`config.mk`:
```
export PLATFORM = sky130hd
export DESIGN_NAME = pw_top
export DESIGN_NICKNAME = d
export VERILOG_FILES = /design/src/verilog/pw_pkg.sv /design/src/verilog/pw_reg_bank.sv /design/src/verilog/pw_capture_packer.sv /design/src/verilog/pw_sniff_fifo.sv /design/src/verilog/pw_fifo_reader.sv /design/src/verilog/pw_top.sv
export SDC_FILE = /design/constraint.sdc
export NUM_CORES = 1
export LEC_CHECK = 0
export BUFFER_PORTS_ARGS = -buffer_cell sky130_fd_sc_hd__buf_2
export CORE_ASPECT_RATIO = 1.2
export CORE_MARGIN = 4
export CORE_UTILIZATION = 45
export DETAILED_ROUTE_END_ITERATION = 10
export SETUP_SLACK_MARGIN = 0.1
export SLEW_MARGIN = 20
export SYNTH_ARGS = -nofsm -noshare
export SYNTH_HDL_FRONTEND = slang
export SYNTH_SLANG_ARGS = --single-unit
export TNS_END_PERCENT = 30
```
`constraint.sdc`:
```
create_clock -name cwusb_clk -period 5.5 [get_ports cwusb_clk]
set_input_delay 0 -clock cwusb_clk [delete_from_list [all_inputs] [get_ports cwusb_clk]]
set_output_delay 0 -clock cwusb_clk [all_outputs]
set_load 0.01 [all_outputs]
```
`src/verilog/pw_pkg.sv`:
```
// Shared types, register map, FIFO entry layout, command codes and status bits
package pw_pkg;

   typedef logic [5:0]  addr_t;
   typedef logic [6:0]  bytecnt_t;
   typedef logic [7:0]  byte_t;
   typedef logic [17:0] entry_t;
   typedef logic [15:0] ftime_t;
   typedef logic [63:0] pattern_t;
   typedef logic [19:0] tdelay_t;
   typedef logic [15:0] twidth_t;
   typedef logic [15:0] caplen_t;
   typedef logic [1:0]  speed_t;
   typedef logic [1:0]  cmd_t;
   typedef logic [4:0]  stat_t;
   typedef logic [5:0]  fifo_status_t;

   // Register map
   localparam addr_t REG_ARM                = 6'h01;
   localparam addr_t REG_TIMESTAMPS_DISABLE = 6'h02;
   localparam addr_t REG_PATTERN            = 6'h03;
   localparam addr_t REG_PATTERN_MASK       = 6'h04;
   localparam addr_t REG_PATTERN_ACTION     = 6'h05;
   localparam addr_t REG_PATTERN_BYTES      = 6'h06;
   localparam addr_t REG_CAPTURE_LEN        = 6'h07;
   localparam addr_t REG_TRIGGER_DELAY      = 6'h08;
   localparam addr_t REG_TRIGGER_WIDTH      = 6'h09;
   localparam addr_t REG_USB_SPEED          = 6'h0a;
   localparam addr_t REG_SNIFF_FIFO_STAT    = 6'h0b;
   localparam addr_t REG_SNIFF_FIFO_RD      = 6'h0c;

   // Capture commands, top two bits of an entry
   localparam cmd_t CMD_DATA = 2'd0;
   localparam cmd_t CMD_STAT = 2'd1;
   localparam cmd_t CMD_TIME = 2'd2;
   localparam cmd_t CMD_STRM = 2'd3;

   localparam byte_t  STRM_EMPTY     = 8'd1;
   localparam speed_t USB_SPEED_AUTO = 2'd3;

   // Entry field positions
   localparam int unsigned ENT_DATA_LSB  = 0;
   localparam int unsigned ENT_STAT_LSB  = 8;
   localparam int unsigned ENT_STIME_LSB = 13;
   localparam int unsigned STIME_W       = 3;
   localparam int unsigned ENT_FTIME_LSB = 0;
   localparam int unsigned ENT_CMD_LSB   = 16;

   // Status byte bits
   localparam int unsigned STAT_EMPTY            = 0;
   localparam int unsigned STAT_UNDERFLOW        = 1;
   localparam int unsigned STAT_EMPTY_THRESHOLD  = 2;
   localparam int unsigned STAT_FULL             = 3;
   localparam int unsigned STAT_OVERFLOW_BLOCKED = 4;
   localparam int unsigned STAT_FULL_THRESHOLD   = 5;

   // Sniff FIFO sizing
   localparam int unsigned FIFO_DEPTH  = 16;
   localparam int unsigned FIFO_PTR_W  = 4;
   localparam int unsigned FULL_MARGIN = 2;
   localparam int unsigned EMPTY_MARK  = 2;

endpackage

```
`src/verilog/pw_reg_bank.sv`:
```
// Configuration registers, arm control, USB speed selection and register readback
`timescale 1ns/10ps

module pw_reg_bank (
   input  logic              cwusb_clk,
   input  logic              reset_i,
   input  pw_pkg::addr_t     reg_address,
   input  pw_pkg::bytecnt_t  reg_bytecnt,
   input  pw_pkg::byte_t     write_data,
   input  logic              reg_read,
   input  logic              reg_write,
   input  logic              reg_addrvalid,
   input  logic              match,
   input  pw_pkg::speed_t    usb_auto_speed,
   output logic              arm,
   output logic              timestamps_disable,
   output pw_pkg::pattern_t  pattern,
   output pw_pkg::pattern_t  pattern_mask,
   output logic [1:0]        pattern_action,
   output pw_pkg::byte_t     pattern_bytes,
   output pw_pkg::caplen_t   capture_len,
   output pw_pkg::tdelay_t   trigger_delay,
   output pw_pkg::twidth_t   trigger_width,
   output pw_pkg::speed_t    usb_speed,
   output logic              usb_auto_restart,
   output pw_pkg::byte_t     reg_read_data
);
   import pw_pkg::*;

   logic   wr_strobe;
   speed_t usb_speed_reg;
   speed_t usb_auto_q;

   // Replace byte idx of a register, bytes past 7 fall away
   function automatic pattern_t put_byte(pattern_t cur, bytecnt_t idx, byte_t b);
      if (idx[6:3] == 4'd0) begin
         cur[{idx[2:0], 3'b000} +: 8] = b;
      end
      return cur;
   endfunction

   function automatic byte_t get_byte(pattern_t val, bytecnt_t idx);
      byte_t b;
      b = '0;
      if (idx[6:3] == 4'd0) begin
         b = val[{idx[2:0], 3'b000} +: 8];
      end
      return b;
   endfunction

   assign wr_strobe = reg_addrvalid && reg_write;

   ////////////////////////////////////////////////////////////////////////////
   // Register writes
   ////////////////////////////////////////////////////////////////////////////
   always_ff @(posedge cwusb_clk) begin
      if (reset_i) begin
         arm                <= 1'b0;
         timestamps_disable <= 1'b0;
         pattern            <= '0;
         pattern_mask       <= '0;
         pattern_action     <= '0;
         pattern_bytes      <= '0;
         capture_len        <= '0;
         trigger_delay      <= '0;
         trigger_width      <= '0;
         usb_speed_reg      <= USB_SPEED_AUTO;
         usb_auto_restart   <= 1'b0;
         usb_auto_q         <= '0;
      end else begin
         usb_auto_q <= usb_auto_speed;
         if (wr_strobe) begin
            case (reg_address)
               REG_TIMESTAMPS_DISABLE: timestamps_disable <= write_data[0];
               REG_PATTERN: pattern <= put_byte(pattern, reg_bytecnt, write_data);
               REG_PATTERN_MASK: pattern_mask <= put_byte(pattern_mask, reg_bytecnt, write_data);
               REG_PATTERN_ACTION: pattern_action <=
                  2'(put_byte(pattern_t'(pattern_action), reg_bytecnt, write_data));
               REG_PATTERN_BYTES: pattern_bytes <= write_data;
               REG_CAPTURE_LEN: capture_len <=
                  caplen_t'(put_byte(pattern_t'(capture_len), reg_bytecnt, write_data));
               REG_TRIGGER_DELAY: trigger_delay <=
                  tdelay_t'(put_byte(pattern_t'(trigger_delay), reg_bytecnt, write_data));
               REG_TRIGGER_WIDTH: trigger_width <=
                  twidth_t'(put_byte(pattern_t'(trigger_width), reg_bytecnt, write_data));
               REG_USB_SPEED: usb_speed_reg <= write_data[1:0];
               default: ;
            endcase
         end

         // A host write to arm wins over a match in the same cycle
         if (wr_strobe && reg_address == REG_ARM) begin
            arm <= write_data[0];
         end else if (match) begin
            arm <= 1'b0;
         end

         usb_auto_restart <= wr_strobe && reg_address == REG_USB_SPEED &&
                             write_data == {6'b0, USB_SPEED_AUTO};
      end
   end

   // Auto mode hands speed selection to the detector
   assign usb_speed = (usb_speed_reg == USB_SPEED_AUTO) ? usb_auto_q : usb_speed_reg;

   ////////////////////////////////////////////////////////////////////////////
   // Readback, valid the cycle after the strobe
   ////////////////////////////////////////////////////////////////////////////
   always_ff @(posedge cwusb_clk) begin
      if (reset_i) begin
         reg_read_data <= '0;
      end else if (reg_addrvalid && reg_read) begin
         case (reg_address)
            REG_ARM: reg_read_data <= {7'b0, arm};
            REG_TIMESTAMPS_DISABLE: reg_read_data <= {7'b0, timestamps_disable};
            REG_PATTERN: reg_read_data <= get_byte(pattern, reg_bytecnt);
            REG_PATTERN_MASK: reg_read_data <= get_byte(pattern_mask, reg_bytecnt);
            REG_PATTERN_ACTION:
               reg_read_data <= get_byte(pattern_t'(pattern_action), reg_bytecnt);
            REG_PATTERN_BYTES: reg_read_data <= pattern_bytes;
            REG_CAPTURE_LEN: reg_read_data <= get_byte(pattern_t'(capture_len), reg_bytecnt);
            REG_TRIGGER_DELAY:
               reg_read_data <= get_byte(pattern_t'(trigger_delay), reg_bytecnt);
            REG_TRIGGER_WIDTH:
               reg_read_data <= get_byte(pattern_t'(trigger_width), reg_bytecnt);
            REG_USB_SPEED: reg_read_data <= {6'b0, usb_speed};
            default: reg_read_data <= '0;
         endcase
      end else begin
         reg_read_data <= '0;
      end
   end

endmodule

```
`src/verilog/pw_capture_packer.sv`:
```
// Capture event packing into FIFO entries, write blocking and overflow flag
`timescale 1ns/10ps

module pw_capture_packer (
   input  logic            cwusb_clk,
   input  logic            reset_i,
   input  logic            capture_wr,
   input  pw_pkg::cmd_t    capture_cmd,
   input  pw_pkg::byte_t   capture_data,
   input  pw_pkg::stat_t   capture_stat,
   input  pw_pkg::ftime_t  capture_time,
   input  logic            almost_full,
   input  logic            arm,
   output logic            fifo_wr_en,
   output pw_pkg::entry_t  fifo_din,
   output logic            overflow_blocked
);
   import pw_pkg::*;

   entry_t entry_next;
   logic   accept;

   assign accept = capture_wr && !almost_full;

   always_comb begin
      entry_next = '0;
      entry_next[ENT_CMD_LSB +: $bits(cmd_t)] = capture_cmd;
      case (capture_cmd)
         CMD_DATA: begin
            entry_next[ENT_STIME_LSB +: STIME_W]      = capture_time[STIME_W-1:0];
            entry_next[ENT_DATA_LSB +: $bits(byte_t)] = capture_data;
            entry_next[ENT_STAT_LSB +: $bits(stat_t)] = capture_stat;
         end
         CMD_STAT: begin
            // Data byte stays zero
            entry_next[ENT_STIME_LSB +: STIME_W]      = capture_time[STIME_W-1:0];
            entry_next[ENT_STAT_LSB +: $bits(stat_t)] = capture_stat;
         end
         CMD_TIME: begin
            entry_next[ENT_FTIME_LSB +: $bits(ftime_t)] = capture_time;
         end
         default: ;
      endcase
   end

   always_ff @(posedge cwusb_clk) begin
      if (accept) begin
         fifo_din <= entry_next;
      end
   end

   always_ff @(posedge cwusb_clk) begin
      if (reset_i) begin
         fifo_wr_en       <= 1'b0;
         overflow_blocked <= 1'b0;
      end else begin
         fifo_wr_en <= accept;
         // Sticky until the block is armed again
         if (capture_wr && almost_full) begin
            overflow_blocked <= 1'b1;
         end else if (arm) begin
            overflow_blocked <= 1'b0;
         end
      end
   end

endmodule

```
`src/verilog/pw_sniff_fifo.sv`:
```
// Synchronous sniff FIFO with registered output, occupancy count and level flags
`timescale 1ns/10ps

module pw_sniff_fifo (
   input  logic            cwusb_clk,
   input  logic            reset_i,
   input  logic            fifo_wr_en,
   input  pw_pkg::entry_t  fifo_din,
   input  logic            fifo_rd_en,
   output pw_pkg::entry_t  fifo_dout,
   output logic            fifo_empty,
   output logic            fifo_full,
   output logic            almost_full,
   output logic [4:0]      fifo_count
);
   import pw_pkg::*;

   entry_t                mem [FIFO_DEPTH];
   logic [FIFO_PTR_W-1:0] wr_ptr;
   logic [FIFO_PTR_W-1:0] rd_ptr;
   logic                  push;
   logic                  pop;

   assign push = fifo_wr_en && !fifo_full;
   assign pop  = fifo_rd_en && !fifo_empty;

   // Storage and output register
   always_ff @(posedge cwusb_clk) begin
      if (push) begin
         mem[wr_ptr] <= fifo_din;
      end
      if (pop) begin
         fifo_dout <= mem[rd_ptr];
      end
   end

   always_ff @(posedge cwusb_clk) begin
      if (reset_i) begin
         wr_ptr     <= '0;
         rd_ptr     <= '0;
         fifo_count <= '0;
      end else begin
         if (push) begin
            wr_ptr <= wr_ptr + 1'b1;
         end
         if (pop) begin
            rd_ptr <= rd_ptr + 1'b1;
         end
         case ({push, pop})
            2'b10: fifo_count <= fifo_count + 1'b1;
            2'b01: fifo_count <= fifo_count - 1'b1;
            default: ;
         endcase
      end
   end

   assign fifo_empty = (fifo_count == 5'd0);
   assign fifo_full  = (fifo_count == 5'(FIFO_DEPTH));

   // Counts the write still sitting in the packer register, so back-to-back
   // events stop at exactly the margin
   assign almost_full = ({1'b0, fifo_count} + {5'b0, fifo_wr_en}) >=
                        6'(FIFO_DEPTH - FULL_MARGIN);

endmodule

```
`src/verilog/pw_fifo_reader.sv`:
```
// FIFO pop control, empty-read substitution, flush, status byte and read data mux
`timescale 1ns/10ps

module pw_fifo_reader (
   input  logic              cwusb_clk,
   input  logic              reset_i,
   input  pw_pkg::addr_t     reg_address,
   input  pw_pkg::bytecnt_t  reg_bytecnt,
   input  logic              reg_read,
   input  logic              reg_addrvalid,
   input  pw_pkg::byte_t     reg_read_data,
   input  logic              arm,
   input  pw_pkg::entry_t    fifo_dout,
   input  logic              fifo_empty,
   input  logic              fifo_full,
   input  logic              almost_full,
   input  logic [4:0]        fifo_count,
   input  logic              overflow_blocked,
   output logic              fifo_rd_en,
   output logic              arm_out,
   output pw_pkg::byte_t     read_data
);
   import pw_pkg::*;

   logic         rd_strobe;
   logic         pop_req;
   logic         empty_read;
   logic         flushing;
   logic         arm_q;
   fifo_status_t fifo_status;
   entry_t       rd_entry;
   byte_t        stat_data;

   ////////////////////////////////////////////////////////////////////////////
   // Pop decision and empty-read flag
   ////////////////////////////////////////////////////////////////////////////
   assign rd_strobe = reg_addrvalid && reg_read && reg_address == REG_SNIFF_FIFO_RD;

   // First byte of each four-byte read pops, never while the flag is pending
   assign pop_req    = rd_strobe && reg_bytecnt[1:0] == 2'd0 && !fifo_empty && !empty_read;
   assign fifo_rd_en = pop_req || (flushing && !fifo_empty);

   always_ff @(posedge cwusb_clk) begin
      if (reset_i) begin
         empty_read <= 1'b0;
      end else if (rd_strobe && reg_bytecnt[1:0] == 2'd0 && fifo_empty) begin
         empty_read <= 1'b1;
      end else if (rd_strobe && reg_bytecnt[1:0] == 2'd3 && !fifo_empty) begin
         // Last byte carries no data, so clearing here is safe
         empty_read <= 1'b0;
      end
   end

   // Flush on a fresh arm, one entry per cycle
   always_ff @(posedge cwusb_clk) begin
      if (reset_i) begin
         arm_q    <= 1'b0;
         flushing <= 1'b0;
      end else begin
         arm_q <= arm;
         if (fifo_empty) begin
            flushing <= 1'b0;
         end else if (arm && !arm_q) begin
            flushing <= 1'b1;
         end
      end
   end

   assign arm_out = arm_q && !flushing;

   ////////////////////////////////////////////////////////////////////////////
   // Status byte and read data
   ////////////////////////////////////////////////////////////////////////////
   assign fifo_status[STAT_EMPTY]            = fifo_empty;
   assign fifo_status[STAT_UNDERFLOW]        = 1'b0;
   assign fifo_status[STAT_EMPTY_THRESHOLD]  = fifo_count <= 5'(EMPTY_MARK) && !fifo_empty;
   assign fifo_status[STAT_FULL]             = fifo_full;
   assign fifo_status[STAT_OVERFLOW_BLOCKED] = overflow_blocked;
   assign fifo_status[STAT_FULL_THRESHOLD]   = almost_full && !fifo_full;

   always_ff @(posedge cwusb_clk) begin
      if (reset_i) begin
         stat_data <= '0;
      end else if (reg_addrvalid && reg_read && reg_address == REG_SNIFF_FIFO_STAT) begin
         stat_data <= {2'b00, fifo_status};
      end else begin
         stat_data <= '0;
      end
   end

   always_comb begin
      rd_entry = fifo_dout;
      if (empty_read) begin
         rd_entry = '0;
         rd_entry[ENT_CMD_LSB +: $bits(cmd_t)]   = CMD_STRM;
         rd_entry[ENT_DATA_LSB +: $bits(byte_t)] = STRM_EMPTY;
      end
   end

   always_comb begin
      if (reg_address == REG_SNIFF_FIFO_RD) begin
         case (reg_bytecnt[1:0])
            2'd0: read_data = rd_entry[7:0];
            2'd1: read_data = rd_entry[15:8];
            2'd2: read_data = {fifo_status, rd_entry[17:16]};
            default: read_data = '0;
         endcase
      end else if (reg_address == REG_SNIFF_FIFO_STAT) begin
         read_data = stat_data;
      end else begin
         read_data = reg_read_data;
      end
   end

endmodule

```
`src/verilog/pw_top.sv`:
```
// Sniffer register block top level with register bank, packer, FIFO and reader
`timescale 1ns/10ps

module pw_top (
   input  logic              cwusb_clk,
   input  logic              reset_i,
   // Host register port
   input  pw_pkg::addr_t     reg_address,
   input  pw_pkg::bytecnt_t  reg_bytecnt,
   input  pw_pkg::byte_t     write_data,
   input  logic              reg_read,
   input  logic              reg_write,
   input  logic              reg_addrvalid,
   // Front-end capture events
   input  logic              capture_wr,
   input  pw_pkg::cmd_t      capture_cmd,
   input  pw_pkg::byte_t     capture_data,
   input  pw_pkg::stat_t     capture_stat,
   input  pw_pkg::ftime_t    capture_time,
   input  logic              match,
   input  pw_pkg::speed_t    usb_auto_speed,
   output pw_pkg::byte_t     read_data,
   output logic              arm_out,
   output logic              timestamps_disable,
   output pw_pkg::pattern_t  pattern,
   output pw_pkg::pattern_t  pattern_mask,
   output logic [1:0]        pattern_action,
   output pw_pkg::byte_t     pattern_bytes,
   output pw_pkg::caplen_t   capture_len,
   output pw_pkg::tdelay_t   trigger_delay,
   output pw_pkg::twidth_t   trigger_width,
   output pw_pkg::speed_t    usb_speed,
   output logic              usb_auto_restart,
   output logic              fifo_full,
   output logic              overflow_blocked
);
   import pw_pkg::*;

   logic       arm;
   byte_t      reg_read_data;
   logic       fifo_wr_en;
   entry_t     fifo_din;
   logic       fifo_rd_en;
   entry_t     fifo_dout;
   logic       fifo_empty;
   logic       almost_full;
   logic [4:0] fifo_count;

   pw_reg_bank i_reg_bank (
      .cwusb_clk          (cwusb_clk),
      .reset_i            (reset_i),
      .reg_address        (reg_address),
      .reg_bytecnt        (reg_bytecnt),
      .write_data         (write_data),
      .reg_read           (reg_read),
      .reg_write          (reg_write),
      .reg_addrvalid      (reg_addrvalid),
      .match              (match),
      .usb_auto_speed     (usb_auto_speed),
      .arm                (arm),
      .timestamps_disable (timestamps_disable),
      .pattern            (pattern),
      .pattern_mask       (pattern_mask),
      .pattern_action     (pattern_action),
      .pattern_bytes      (pattern_bytes),
      .capture_len        (capture_len),
      .trigger_delay      (trigger_delay),
      .trigger_width      (trigger_width),
      .usb_speed          (usb_speed),
      .usb_auto_restart   (usb_auto_restart),
      .reg_read_data      (reg_read_data)
   );

   pw_capture_packer i_packer (
      .cwusb_clk        (cwusb_clk),
      .reset_i          (reset_i),
      .capture_wr       (capture_wr),
      .capture_cmd      (capture_cmd),
      .capture_data     (capture_data),
      .capture_stat     (capture_stat),
      .capture_time     (capture_time),
      .almost_full      (almost_full),
      .arm              (arm),
      .fifo_wr_en       (fifo_wr_en),
      .fifo_din         (fifo_din),
      .overflow_blocked (overflow_blocked)
   );

   pw_sniff_fifo i_sniff_fifo (
      .cwusb_clk   (cwusb_clk),
      .reset_i     (reset_i),
      .fifo_wr_en  (fifo_wr_en),
      .fifo_din    (fifo_din),
      .fifo_rd_en  (fifo_rd_en),
      .fifo_dout   (fifo_dout),
      .fifo_empty  (fifo_empty),
      .fifo_full   (fifo_full),
      .almost_full (almost_full),
      .fifo_count  (fifo_count)
   );

   pw_fifo_reader i_fifo_reader (
      .cwusb_clk        (cwusb_clk),
      .reset_i          (reset_i),
      .reg_address      (reg_address),
      .reg_bytecnt      (reg_bytecnt),
      .reg_read         (reg_read),
      .reg_addrvalid    (reg_addrvalid),
      .reg_read_data    (reg_read_data),
      .arm              (arm),
      .fifo_dout        (fifo_dout),
      .fifo_empty       (fifo_empty),
      .fifo_full        (fifo_full),
      .almost_full      (almost_full),
      .fifo_count       (fifo_count),
      .overflow_blocked (overflow_blocked),
      .fifo_rd_en       (fifo_rd_en),
      .arm_out          (arm_out),
      .read_data        (read_data)
   );

endmodule

```
### Word-level counts from Yosys, hierarchy flattened

Memory sizes are Yosys's and may differ from the RTL's. A register that Yosys moved wholly into a read port is not among the register bits.
Index checks and enable logic that the tools add are counted.

* memories: 1
* output and inout port bits: 205
* register bits: 249
* RAM bits: 288
* input port bits: 61

* reduce and logical (&&, ||, !) cells: 50
* shift-type cells: 8
* mux-type cells: 29
* add/sub/neg operators: 6
* equal/unequal tests: 22
* order comparisons: 2
* bitwise operators: 2

Memories
* i_sniff_fifo.mem: words 16, bits a word 18, read ports 1, clocked after memory_dff 1, wr ports 1, RTL line pw_sniff_fifo.sv:18 `entry_t mem [FIFO_DEPTH];`

Operators with widths (count)
* $bwmux W64: 6
* $shiftx A64 B7 Y8: 6
* $pmux W8 S10: 1
* $mux W8: 8
* $shift A8 B8 Y64 const A: 1
* $shiftx A8 B8 Y64: 1
* $pmux W8 S2: 2
* $eq A6 B4 Y1 const B: 5
* $eq A6 B3 Y1 const B: 4
* $pmux W8 S3: 1
* $logic_and A1 B1 Y1: 22
* $mux W18: 1
* $reduce_and A3 Y1: 6
* $eq A6 B2 Y1 const B: 2
* $eq A2 B2 Y1 const B: 5
* $pmux W5 S2: 1
* $add A4 B1 Y4 const B: 2
* $eq A8 B2 Y1 const B: 1
* $mux W1: 8
* $neg A6 Y8: 1
* $reduce_bool A2 Y1: 4
* $reduce_or A2 Y1: 4
* $add A5 B1 Y6: 1
* $eq A2 B1 Y1 const B: 3
* other kinds (14): 23

### Longest topological paths before layout

Gate-level depths: netlist of run 1.

* depth in word-level cells: 9
* gate-level depth with buffers: 18

### Modules after synthesis

Synthesis of run 1 repeated with hierarchy kept, for this count alone.

* cell total of the unflattened synthesis: 1781
* area, all modules: 23306.1 um2

Modules (own cells, without submodules)
* pw_sniff_fifo: times used 1, area each 12450.7 um2, cells each 651
* pw_reg_bank: times used 1, area each 9350.2 um2, cells each 994
* pw_capture_packer: times used 1, area each 839.6 um2, cells each 54
* pw_fifo_reader: times used 1, area each 665.6 um2, cells each 82

### Worst setup path after synthesis of run 1

OpenSTA, ideal clock, no wires.

* kind: input-to-reg
* start point: in reg_bytecnt[1]
* end point: reg i_sniff_fifo.fifo_count[4]
* slack: 1.223 ns
* required time: 5.430 ns
* library setup time: 0.070 ns
* cell stages on the path: 18
* data arrival time: 4.206 ns
* path buffers: 5
* cells stage by stage: buf_4 -> buf_4 -> buf_2 -> buf_4 -> inv_1 -> ha_1 -> nor2b_1 -> clkbuf_1 -> a41oi_1 -> nor2_1 -> ha_1 -> inv_1 -> fa_1 -> nor2b_1 -> o21ai_0 -> and3_1 -> or4_1 -> a21oi_1

* word-level cells in the longest chain between the ends: 8
* elaborated cells between the ends (all ways): 10
* those cells by class: 2 x eq/ne; 1 x mux; 7 x reduce/logical

Ends and longest elaborated chain
* start: declaration: RTL line pw_top.sv:9 `input pw_pkg::bytecnt_t reg_bytecnt,`
* $logic_not A2 Y1 *: RTL line pw_fifo_reader.sv:40 `assign pop_req = rd_strobe && reg_bytecnt[1:0] == 2'd0 && !fifo_empty && !empty_read;`
* $logic_and A1 B1 Y1 * (3 in series): RTL line pw_fifo_reader.sv:40
* $logic_or A1 B1 Y1 *: RTL line pw_fifo_reader.sv:41 `assign fifo_rd_en = pop_req || (flushing && !fifo_empty);`
* $logic_and A1 B1 Y1 *: RTL line pw_sniff_fifo.sv:25 `assign pop = fifo_rd_en && !fifo_empty;`
* via i_sniff_fifo.pop: RTL line pw_sniff_fifo.sv:22 `logic pop;`
* $eq A2 B1 Y1 or $eq A2 B2 Y1 (tied branches): RTL line pw_sniff_fifo.sv:49 `case ({push, pop})`
* $pmux W5 S2 or $reduce_bool A2 Y1 (tied branches)
* end signal: assignment: RTL line pw_sniff_fifo.sv:50 `2'b10: fifo_count <= fifo_count + 1'b1;`
* end signal: assignment: RTL line pw_sniff_fifo.sv:51 `2'b01: fifo_count <= fifo_count - 1'b1;`
* end: declaration: RTL line pw_sniff_fifo.sv:14 `output logic [4:0] fifo_count`

The timed path passes the listed nets; every way through them passes the cells marked *.
A chain may end at the register's enable or synchronous reset.

### Worst setup path in the final report of run 1

* start point: reg i_sniff_fifo.fifo_count[1]
* end point: reg i_sniff_fifo.fifo_count[4]

* word-level cells in the longest chain between the ends: 8
* elaborated cells between the ends (all ways): 16
* those cells by class: 2 x add/sub; 3 x eq/ne; 1 x mux; 10 x reduce/logical

Ends and longest elaborated chain
* $logic_not A5 Y1 *: RTL line pw_sniff_fifo.sv:57 `assign fifo_empty = (fifo_count == 5'd0);`
* $logic_not A1 Y1 *: RTL line pw_sniff_fifo.sv:25, pw_fifo_reader.sv:40, pw_fifo_reader.sv:41
* $logic_and A1 B1 Y1 (2 in series): RTL line pw_fifo_reader.sv:40
* $logic_or A1 B1 Y1: RTL line pw_fifo_reader.sv:41
* $logic_and A1 B1 Y1 *: RTL line pw_sniff_fifo.sv:25
* via i_sniff_fifo.pop: RTL line pw_sniff_fifo.sv:22
* $eq A2 B1 Y1 or $eq A2 B2 Y1 (tied branches): RTL line pw_sniff_fifo.sv:49
* $pmux W5 S2 or $reduce_bool A2 Y1 (tied branches)

Marks and branches as above.

==> flow_summary.json, run 1 <==
{
  "grt_max_degree": 117,
  "outcome": "finished clean",
  "setup.worst_path.end_class": "flip-flop",
  "postCtsHoldBufs": 65,
  "yosys_most_used_dff": "edfxtp_1",
  "hold_path_class": "input pin to flip-flop",
  "antenna_found_initial": 0,
  "setup_slack_ps": 1910,
  "p_leak_nw": 10.1,
  "maxCapViolCount": 0,
  "cts_tree": "yes",
  "cts_resized": 0,
  "cp.required_ps": 6010,
  "io_pins": 266,
  "async_reset_ff_share_pct": 0,
  "final_antenna_net_count": 0,
  "clkTransAtPathRegs_ps": 60,
  "h-tree-depth": 2,
  "clock-sinks": 552,
  "netlist-cell-type-count": 73,
  "dp_worst_setup_slack_ps": 1850,
  "largest_reg_flops": 288,
  "post_cts_buffers": 0,
  "setup_violations": 0,
  "ys_seq_elements": 552,
  "portBuffers": 265,
  "gp_congestion": 0.924,
  "die-height_um": 256,
  "period_needed_ps": 3590,
  "grt_pass1_vias": 15600,
  "dieArea_mm2": 0.0549,
  "start_kind": "flip-flop",
  "synth_area_leaders": "edfxtp_1 42%, dfxtp_1 20%, mux4_2 10%",
  "arrival_ps": 4100,
  "clockBufferDepth": 3,
  "tightest_slew_ps": 1080,
  "hold-worst-slack_ps": 61.9,
  "path_delay_family": "simple AND/OR/NAND/NOR gates",
  "dp_cells": 2530,
  "cts-root-buf": "clkbuf_16",
  "hold_viol_final": 0,
  "syn_avg_cell_area_um2": 13.3,
  "critPathMaxStageDelay_ps": 540,
  "post-synth-top-count-cell": "edfxtp_1",
  "drv_slew": 0,
  "dr.pass1.iters": 8,
  "dpl_cell_area_mm2": 0.0249,
  "fin_cells": 2691,
  "initial_core_util_pct": 45.6,
  "num_antenna_cells": 0,
  "die_w_um": 215,
  "timing.slew.headroom_pct": 28.0,
  "synthesis.area_mm2": 0.0230,
  "path_class": "flip-flop to flip-flop",
  "fin_crit_sh_pct": 65.3,
  "grt_first_pass_wirelength_mm": 103,
  "ys.warnings.count": 0,
  "post-dp-hpwl_mm": 44.1,
  "grt_use_total_pct": 24.5,
  "worstPathMaxFanout": 21,
  "worst-path-buf-inv": 1,
  "synth-seq-area-share_pct": 62.1,
  "vdd_ir_drop_max_mv": 0.273,
  "path_cells": "nor4_1 -> nor2b_1 -> nor2_2 -> buf_4 -> ha_1 -> ha_1 -> nor2b_1 -> o21ai_0 -> a21oi_1 -> or4_1 -> a21oi_1",
  "cp_slowest_cell": "nor4_1",
  "drc_errors": 0,
  "core_area_mm2": 0.0504,
  "regMostFlops": "i_sniff_fifo.mem",
  "synthTopCellsByCount": "324 x edfxtp_1, 228 x dfxtp_1, 167 x nand2_1, 166 x nor2_1, 144 x mux2i_1",
  "overflow": 0,
  "cts_made_buffers": 54,
  "drtIter0Drc": 1645,
  "rsz0062_at_grt": "false",
  "syn_nets": 1805,
  "yosys.area.top_type_share_pct": 42.3,
  "drive_gt1_share_pct": 25.5,
  "largestRegisters": "i_sniff_fifo.mem x288, i_reg_bank.pattern x64, i_reg_bank.pattern_mask x64",
  "viasPerCell": 5.85,
  "finalInstanceArea_mm2": 0.0273,
  "route.vias.total": 15700,
  "wirelength_mm": 68.9,
  "power_density_mw_per_mm2": 311,
  "synth_top_cell_by_area": "edfxtp_1",
  "synth_edf_count": 324,
  "skew_ps": 18.0,
  "synth_cells": 1726,
  "nNetsFinal": 2086,
  "clock_latency_ps": 600,
  "fin_setup_tns_ps": 0,
  "wl_per_cell_um": 25.6,
  "area_growth_pct": 18.6,
  "max_freq_ghz": 0.279,
  "rows": 90
}
[routing by layer]
layer,up-vias,track usage (%),wire length (um)
met4,0,9.24,2710
met1,7880,31.3,26600
met5,-,0,0
met2,686,42.7,35100
met3,153,3.59,4470
li1,7025,-,-
[worst reg2reg max path, delay by kind of cell (launching register included)]
family / cells / cell delay, ps
flip-flops: 1 / 410
adder cells (fa/ha/maj): 2 / 610
buffers and inverters: 1 / 240
AO/OA/AOI/OAI: 3 / 500
AND/OR/NAND/NOR: 5 / 1760
[logic make-up (layout without fill, tap and decap cells)]
group	after synthesis	after routing	share of synthesized area [%]
adders and majority gates	18	18	1.01
and+or+nand+nor	495	495	10.4
DFF	552	552	62.1
xor gates and xnor gates	9	9	0.342
muxes	258	258	16.9
buffers and inverters	153	474	2.87
AOI/OAI and AO/OA	241	241	6.46
[where the power goes]
part	internal, mW	switching, mW
sequential	4.40	0.0402
clock	2.17	1.54
combinational	0.116	0.215
[cells in the final DEF, fill, tap and decap left out, types with 5 or more instances in the layout]
cell type      Yosys  layout
a31oi_1           10      10
dlygate4sd3_1      0      65
clkinv_2           0       8
ha_1              17      17
a221oi_1          19      19
a22oi_1            9       9
nand4_1            6       6
or3_1              7       7
nor3_1            11       7
nand3_1           57      57
nor3b_1            8       6
and2_1             5       5
and3_1             7       7
nor2b_1           18      17
dfxtp_1          228     226
inv_1             26      26
mux2i_1          144     144
a21oi_1          111     111
nor3_2             1       5
nor2_1           166     152
nand2_1          167     167
clkbuf_16          0      56
buf_4             11      22
mux2_2            11      11
nor4_1             6       5
nand2b_1           6       6
clkbuf_1          84      15
a222oi_1           5       5
mux4_2           103     103
o22ai_1           10      10
o21ai_0           40      40
edfxtp_1         324     324
xnor2_1            5       5
clkbuf_8           0       6
nor2_4             0      12
buf_2             25     264
bufinv_16          0       5
[path summary, 6_finish.rpt]
path	startpoint	slack, ps	cells past startpoint	end
hold reg to reg	i_reg_bank.pattern_mask[61]$_SDFFE_PP0P_	470	2	i_reg_bank.pattern_mask[61]$_SDFFE_PP0P_
hold / removal	reg_read	60	3	i_fifo_reader.stat_data[2]$_SDFF_PP0_
setup / recovery	i_sniff_fifo.fifo_count[1]$_SDFFE_PP0P_	1910	11	i_sniff_fifo.fifo_count[4]$_SDFFE_PP0P_
setup reg to reg	i_sniff_fifo.fifo_count[1]$_SDFFE_PP0P_	1910	11	i_sniff_fifo.fifo_count[4]$_SDFFE_PP0P_
[through the flow]
| stage | util (%) | power (mW) |
|---|---|---|
| 2_1_floorplan | - | 4.69 |
| 3_3_place_gp | 49.4 | 4.81 |
| 3_5_place_dp | 49.4 | 4.82 |
| 4_1_cts | 54.1 | 8.54 |
| 5_1_grt | 54.1 | 8.76 |
| 6_report | 54.1 | 8.49 |
[final cells by class]
cell class / instances / area, um2
clock buffer: 77 / 1540
tap: 644 / 806
clock inverter: 19 / 221
fill: 4295 / 23100
sequential: 552 / 14300
multi-input combinational: 1021 / 8210
timing repair buffer: 352 / 2150
inverter: 26 / 97.6
Power figures use the tool's default switching activity.
==> run 2, diff against run 1 <==
Clock period 5.5 ns to 3.5 ns, I/O delays scaled along.
==> flow_summary.json, run 2 (synthesis results as in run 1) <==
{
  "worst_hold_path.endpoint": "i_reg_bank.pattern[56]$_SDFFE_PP0P_",
  "final_antenna_net_count": 0,
  "power_density_mw_per_mm2": 477,
  "clock_latency_ps": 600,
  "hold_viol_final": 0,
  "cts-root-buf": "clkbuf_16",
  "dieArea_mm2": 0.0549,
  "drv_slew": 0,
  "r2r_cells": 10,
  "grt_max_degree": 111,
  "clkTransAtPathRegs_ps": 60,
  "nNetsFinal": 2114,
  "hold-worst-slack_ps": 39.1,
  "cp.required_ps": 4020,
  "worst-path-buf-inv": 0,
  "initial_core_util_pct": 45.6,
  "die_w_um": 215,
  "hold_path_class": "input pin to flip-flop",
  "route.vias.total": 15700,
  "post-dp-hpwl_mm": 44.4,
  "multi_input_area_mm2": 0.00819,
  "critPathMaxStageDelay_ps": 470,
  "arrival_ps": 3650,
  "area_growth_pct": 19.2,
  "tightest_slew_ps": 968,
  "drive_gt1_share_pct": 26.5,
  "rsz0062_at_grt": "false",
  "fillers": 4270,
  "maxCapViolCount": 0,
  "portBuffers": 265,
  "r2r-end": "i_sniff_fifo.fifo_count[4]$_SDFFE_PP0P_",
  "antenna_found_initial": 1,
  "setup.worst_path.end_class": "flip-flop",
  "worstHoldPathCells": 3,
  "fin_setup_tns_ps": 0,
  "regMostFlops": "i_sniff_fifo.mem",
  "mostFrequentLayoutCell": "edfxtp_1",
  "path_delay_family": "simple AND/OR/NAND/NOR gates",
  "grt_pass1_vias": 15500,
  "cts_tree": "yes",
  "clockBufferDepth": 3,
  "viasPerCell": 5.78,
  "die-height_um": 256,
  "worstPathMaxFanout": 11,
  "h-tree-depth": 2,
  "largestRegisters": "i_sniff_fifo.mem x288, i_reg_bank.pattern x64, i_reg_bank.pattern_mask x64",
  "overflow": 0,
  "start_kind": "flip-flop",
  "rows": 90,
  "vdd_ir_drop_max_mv": 0.465,
  "fin_crit_sh_pct": 89.4,
  "timing.slew.headroom_pct": 35.4,
  "post_cts_buffers": 0,
  "path_cells": "nor4_2 -> nor2b_1 -> nor2_4 -> ha_4 -> ha_1 -> nor2b_1 -> o21ai_0 -> a21oi_1 -> or4_1 -> a21oi_1",
  "max_freq_ghz": 0.319,
  "period_needed_ps": 3130,
  "dr.pass1.iters": 5,
  "p_leak_nw": 10.2,
  "mostFrequentLayoutCells": "324 x edfxtp_1, 264 x buf_2, 226 x dfxtp_1",
  "rrSetupSlack_ps": 370,
  "wl_per_cell_um": 25.1,
  "io_pins": 266,
  "core_area_mm2": 0.0504,
  "drc_errors": 0,
  "path_class": "flip-flop to flip-flop",
  "drtIter0Drc": 1401,
  "setup_violations": 0,
  "grt_use_total_pct": 24.3,
  "skew_ps": 11.5,
  "rr_startpoint": "i_sniff_fifo.fifo_count[2]$_SDFFE_PP0P_",
  "cts_made_buffers": 54,
  "gp_congestion": 0.949,
  "outcome": "finished clean",
  "cp_slowest_cell": "nor2b_1",
  "largest_reg_flops": 288,
  "hp-start": "write_data[0]",
  "wirelength_mm": 68.4,
  "regArea_mm2": 0.0143,
  "clock-sinks": 552,
  "grt_first_pass_wirelength_mm": 102
}
## run 2: cell types whose count changed in the layout (fill, tap and decap cells not counted), moves of 3 or more
cell           delta
nor2_4           -11
buf_4            +28
clkbuf_8          -3
clkinv_1         +11
nor2_2           +12
diode_2           +3
dlygate4sd3_1     -4
buf_12            +3
## run 2: tightest hold or removal path: stages
cell	delay, ps
buf_2	370
nand2_1	150
a21oi_1	60
## run 2: area by class of cell
cell class / count / area share (%)
sequential: 552 / 52.1
multi-input combinational: 1022 / 29.8
timing repair buffer: 379 / 8.67
clock buffer: 71 / 5.34
tap: 644 / 2.94
clock inverter: 27 / 0.720
inverter: 26 / 0.356
antenna: 3 / 0.0274
## run 2: how the worst max path moves through the flow
stage,slack (ps),from,depth (start not counted),to
2_1_floorplan,130,reg_bytecnt[1],18,i_sniff_fifo.fifo_count[4]$_SDFFE_PP0P_
3_3_place_gp,300,reg_bytecnt[1],14,i_sniff_fifo.fifo_count[4]$_SDFFE_PP0P_
3_5_place_dp,220,reg_bytecnt[1],14,i_sniff_fifo.fifo_count[4]$_SDFFE_PP0P_
4_1_cts,240,i_sniff_fifo.fifo_count[2]$_SDFFE_PP0P_,11,i_sniff_fifo.fifo_count[4]$_SDFFE_PP0P_
5_1_grt,100,i_sniff_fifo.fifo_count[2]$_SDFFE_PP0P_,10,i_sniff_fifo.fifo_count[4]$_SDFFE_PP0P_
6_report,370,i_sniff_fifo.fifo_count[2]$_SDFFE_PP0P_,10,i_sniff_fifo.fifo_count[4]$_SDFFE_PP0P_
## run 2: layer usage
layer  wire [um]  up-vias  global-route usage (%)
met5           0        -                       0
met4        2470        0                    8.76
met2       34900      615                    42.7
met3        4150      131                    3.61
li1            -     7067                       -
met1       26800     7926                    30.6
## run 2: timing repair
item                                    CTS  global route
hold endpoints to repair                160             0
endpoints found under the setup margin    0             1
hold buffers                             61             0
gates resized for setup                   0             1
## run 2: power breakdown
part / leakage, nW / internal (mW) / total (mW) / switching, mW
sequential: 4.79 / 6.92 / 6.98 / 0.0622
combinational: 4.57 / 0.187 / 0.526 / 0.338
clock: 0.813 / 3.15 / 5.58 / 2.43
## run 2: metrics by stage
step	power, mW	util, %	area, um2	setup WS (ps)	cells
after CTS	13.2	54.4	27400	241	2720
final	13.1	54.4	27400	370	2724
after global routing	13.5	54.4	27400	102	2721
after global placement	7.58	49.8	25100	298	2561
after floorplan	7.38	-	23100	132	1726
after detailed placement	7.59	49.8	25100	215	2561
